--- src/hdl/fifo_queue.sv ---
`timescale 1ns/1ps
`default_nettype none

module fifo_queue #(
    parameter type payload_t = logic,
    parameter int  depth     = 4
) (
    input  wire logic     clk,
    input  wire logic     reset,
    input  wire logic     push,
    input  wire logic     pop,
    input  wire payload_t data_in,
    output payload_t      data_out,
    output logic          empty,
    output logic          full
);
    localparam int ptr_w   = (depth > 1) ? $clog2(depth) : 1;
    localparam int count_w = $clog2(depth + 1);

    payload_t           mem [depth];
    logic [ptr_w-1:0]   rd_ptr;
    logic [ptr_w-1:0]   wr_ptr;
    logic [count_w-1:0] count;
    logic               do_push;
    logic               do_pop;

    // requests that cannot be served are dropped
    assign do_push = push && !full;
    assign do_pop  = pop && !empty;

    assign empty = (count == '0);
    assign full  = (count == count_w'(depth));

    // head is only meaningful while not empty
    assign data_out = mem[rd_ptr];

    always_ff @(posedge clk) begin
        if (do_push) begin
            mem[wr_ptr] <= data_in;
        end
    end

    always_ff @(posedge clk) begin
        if (reset) begin
            rd_ptr <= '0;
            wr_ptr <= '0;
            count  <= '0;
        end else begin
            if (do_push) begin
                wr_ptr <= (wr_ptr == ptr_w'(depth - 1)) ? '0 : wr_ptr + 1'b1;
            end
            if (do_pop) begin
                rd_ptr <= (rd_ptr == ptr_w'(depth - 1)) ? '0 : rd_ptr + 1'b1;
            end
            // simultaneous push and pop leaves occupancy unchanged
            if (do_push && !do_pop) begin
                count <= count + 1'b1;
            end else if (do_pop && !do_push) begin
                count <= count - 1'b1;
            end
        end
    end

endmodule

`default_nettype wire

--- config.mk ---
export PLATFORM = sky130hd
export DESIGN_NAME = fifo_queue
export DESIGN_NICKNAME = d
export VERILOG_FILES = /design/src/hdl/fifo_queue.sv
export SDC_FILE = /design/constraint.sdc
export NUM_CORES = 1
export LEC_CHECK = 0
export ABC_CLOCK_PERIOD_IN_PS = 4050
export CORE_AREA = 2 2 39 41
export CTS_CLUSTER_DIAMETER = 80
export DETAILED_ROUTE_END_ITERATION = 10
export DIE_AREA = 0 0 41 43
export DONT_BUFFER_PORTS = 1
export GPL_TIMING_DRIVEN = 1
export MAX_ROUTING_LAYER = met4
export PLACE_DENSITY_LB_ADDON = 0.1
export SETUP_SLACK_MARGIN = 0.4
export SLEW_MARGIN = 20
export SYNTH_ARGS = -nofsm -noshare
export SYNTH_HDL_FRONTEND = slang
export SYNTH_SLANG_ARGS = --single-unit
--- constraint.sdc ---
create_clock -name clk -period 4.05 [get_ports clk]
set_input_delay 0.6075 -clock clk [delete_from_list [all_inputs] [get_ports clk]]
set_output_delay 0.6075 -clock clk [all_outputs]
set_load 0.02 [all_outputs]
==> results.toml <==
[drt]
first_iter_violations = 13
wl_um = 846
firstDrtPassIters = 4
num_vias = 362
ant_nets = 0
via_per_inst = 5.10
drc = 0
post_drt_wl_per_cell_um = 11.9

[setup_path]
setup.worst_path.start_class = "register"
cp.arrival_ns = 2.64
cp_data_required_time_ns = 4.25
worstSetupEndpointType = "register"
critical_path_class = "reg2reg"
r2r_end = "count[2]"
startpoint = "count[0]"
regToRegSetupSlack_ns = 1.61
path_max_fanout = 7
reg2reg_depth = 8
timing.rr.start = "count[0]"

[finish]
area_growth_pct = 4.95
n_antenna_cell = 0
drive_gt1_frac = 0.127
final_cells = 71
fin_area_um2 = 663
nFillCells = 127
mostFrequentLayoutCells = "dfxtp_1, ha_1, and2_1, nor2_1, edfxtp_1"
layout_commonest_cell = "dfxtp_1"
nets = 68

[synth]
yosysUniqueCellTypes = 22
seq_area_frac_synth = 0.475
syn_nets = 65
synth_area_um2 = 632
synth_top_area_frac = 0.285
synth-seq-cells = 13
synth_warnings = 0
syn_inst = 53
synth_area_leader_cell = "dfxtp_1"
synth_area_per_cell_um2 = 11.9
synth_area_leaders = "dfxtp_1, edfxtp_1, ha_1"

[sta]
fin_crit_ns = 2.44
skew_ns = 0.00527
setup_viol = 0
holdWs_ns = 0.399
final.setup.worst_slack_ns = 1.61
tightest_slew_ns = 0.609
maxSlewViolCount = 0
finalHoldViolations = 0
final.setup.tns_ns = 0
finalCritPeriodShare = 0.602
max_freq_mhz = 410
relSlewSlack = 0.591
rsz0062_at_grt = "false"

[clock_network]
cts_tree = "yes"
holdBufCountCts = 0
clkTransAtPathRegs_ns = 0.08
h-tree-depth = 1
clock_latency_ns = 0.27
ctsResizeCount = 0
cts_setup_buffers = 0
clock-sinks = 13
cts_max_path_buffers = 2
root_buffer = "clkbuf_4"
numCtsBuffers = 3

[power]
switching_share = 0.347
irDropWorstVdd_mv = 0.301
p_int_uw = 265
power_frac_comb = 0.334
switching_power_uw = 141
cellPowerDensity_mw_per_mm2 = 612
share_seq_of_total_power = 0.475
clkPwrFrac = 0.191
power_leakage_nw = 0.277

[global_route]
met1_usage = 0.169
grt_pass1_vias = 348
overflow = 0
antenna_found_initial = 0
grtUsageMet3 = 0.0314
grt_usage = 0.126
grt_max_degree = 10
busiest_layer = "met1"
use_met2 = 0.163
grt_first_pass_wirelength_mm = 1.39

[floorplanning]
dieArea_mm2 = 0.00176
initial_core_util = 0.457
core_mm2 = 0.00138
fp.dieH_um = 43
num_rows = 14
pin_count = 8
die_w_um = 41

[min_path]
worstHoldStart = "reset"
holdCritPathClass = "in2reg"
hold_end = "count[1]"
hold_depth = 1

[flow_run]
maxCapViolCount = 0

[placed_design]
io_buffers = 0
hpwl_um = 665
placed_area_um2 = 637
gp_congestion = 0.694
place_inst = 67
dp_slack_ns = 1.62

[outcome]
status = "finished clean"
## power by group through the flow
stage          combinational (mW)  sequential [mW]  clock, mW
6_report                    0.135            0.193     0.0776
5_1_grt                     0.155            0.198     0.0866
4_1_cts                     0.138            0.193     0.0799
3_5_place_dp                0.137            0.196          0
3_3_place_gp                0.128            0.194          0
2_1_floorplan               0.123            0.190          0
## synthesized netlist by cell type
cell type  number
nor3b_2         1
ha_1            6
o21ai_0         1
nor3_1          2
mux2_4          1
a21oi_1         2
or3_1           2
clkbuf_1        1
inv_1           3
nor2_1          4
buf_6           1
fa_1            1
dfxtp_1         9
nand2b_1        2
edfxtp_1        4
mux4_2          1
and2_1          4
mux2i_1         3
xor2_1          2
nand2_1         1
o31ai_2         1
nor2b_1         1
## worst max-delay path by stage
stage	end	slack [ns]	cells past startpoint
after floorplan	count[2]	1.96	8
after global placement	count[2]	1.71	7
after detailed placement	count[2]	1.62	7
after CTS	count[2]	1.59	8
after global routing	count[2]	1.42	8
final	count[2]	1.61	8
## per-layer routing
| layer | routed length [um] | vias up |
|---|---|---|
| li1 | - | 184 |
| met5 | 0 | - |
| met2 | 427 | 7 |
| met3 | 49 | 0 |
| met1 | 369 | 171 |
| met4 | 0 | 0 |
## kinds of logic (layout without fill, tap and decap cells)
family	after synthesis	in the layout	share of synthesized area
buffers and inverters	5	7	0.0416
AOI/OAI and AO/OA	4	4	0.0436
and+or+nand+nor	17	17	0.154
muxes	5	5	0.107
adders and majority gates	7	7	0.150
xor gates and xnor gates	2	2	0.0277
DFF	13	13	0.475
## worst max-delay path, cell delays in order (launching register included)
cell,delay [ns]
dfxtp_1,0.46
nor3b_2,0.14
nor2b_1,0.42
ha_1,0.28
inv_1,0.06
fa_1,0.38
xor2_1,0.16
or3_1,0.31
a21oi_1,0.15
## metrics by stage
step | utilization | total power, mW
floorplan | - | 0.313
finish | 0.479 | 0.406
global placement | 0.460 | 0.322
detailed placement | 0.460 | 0.333
global route | 0.479 | 0.440
CTS | 0.479 | 0.411
## final cells by class
type | count | area, um2 | share of cell area
multi-input combinational | 35 | 305 | 0.460
clock buffer | 4 | 26.3 | 0.0396
inverter | 3 | 11.3 | 0.0170
tap | 16 | 20.0 | 0.0302
sequential | 13 | 300 | 0.453
Power figures use the tool's default switching activity.
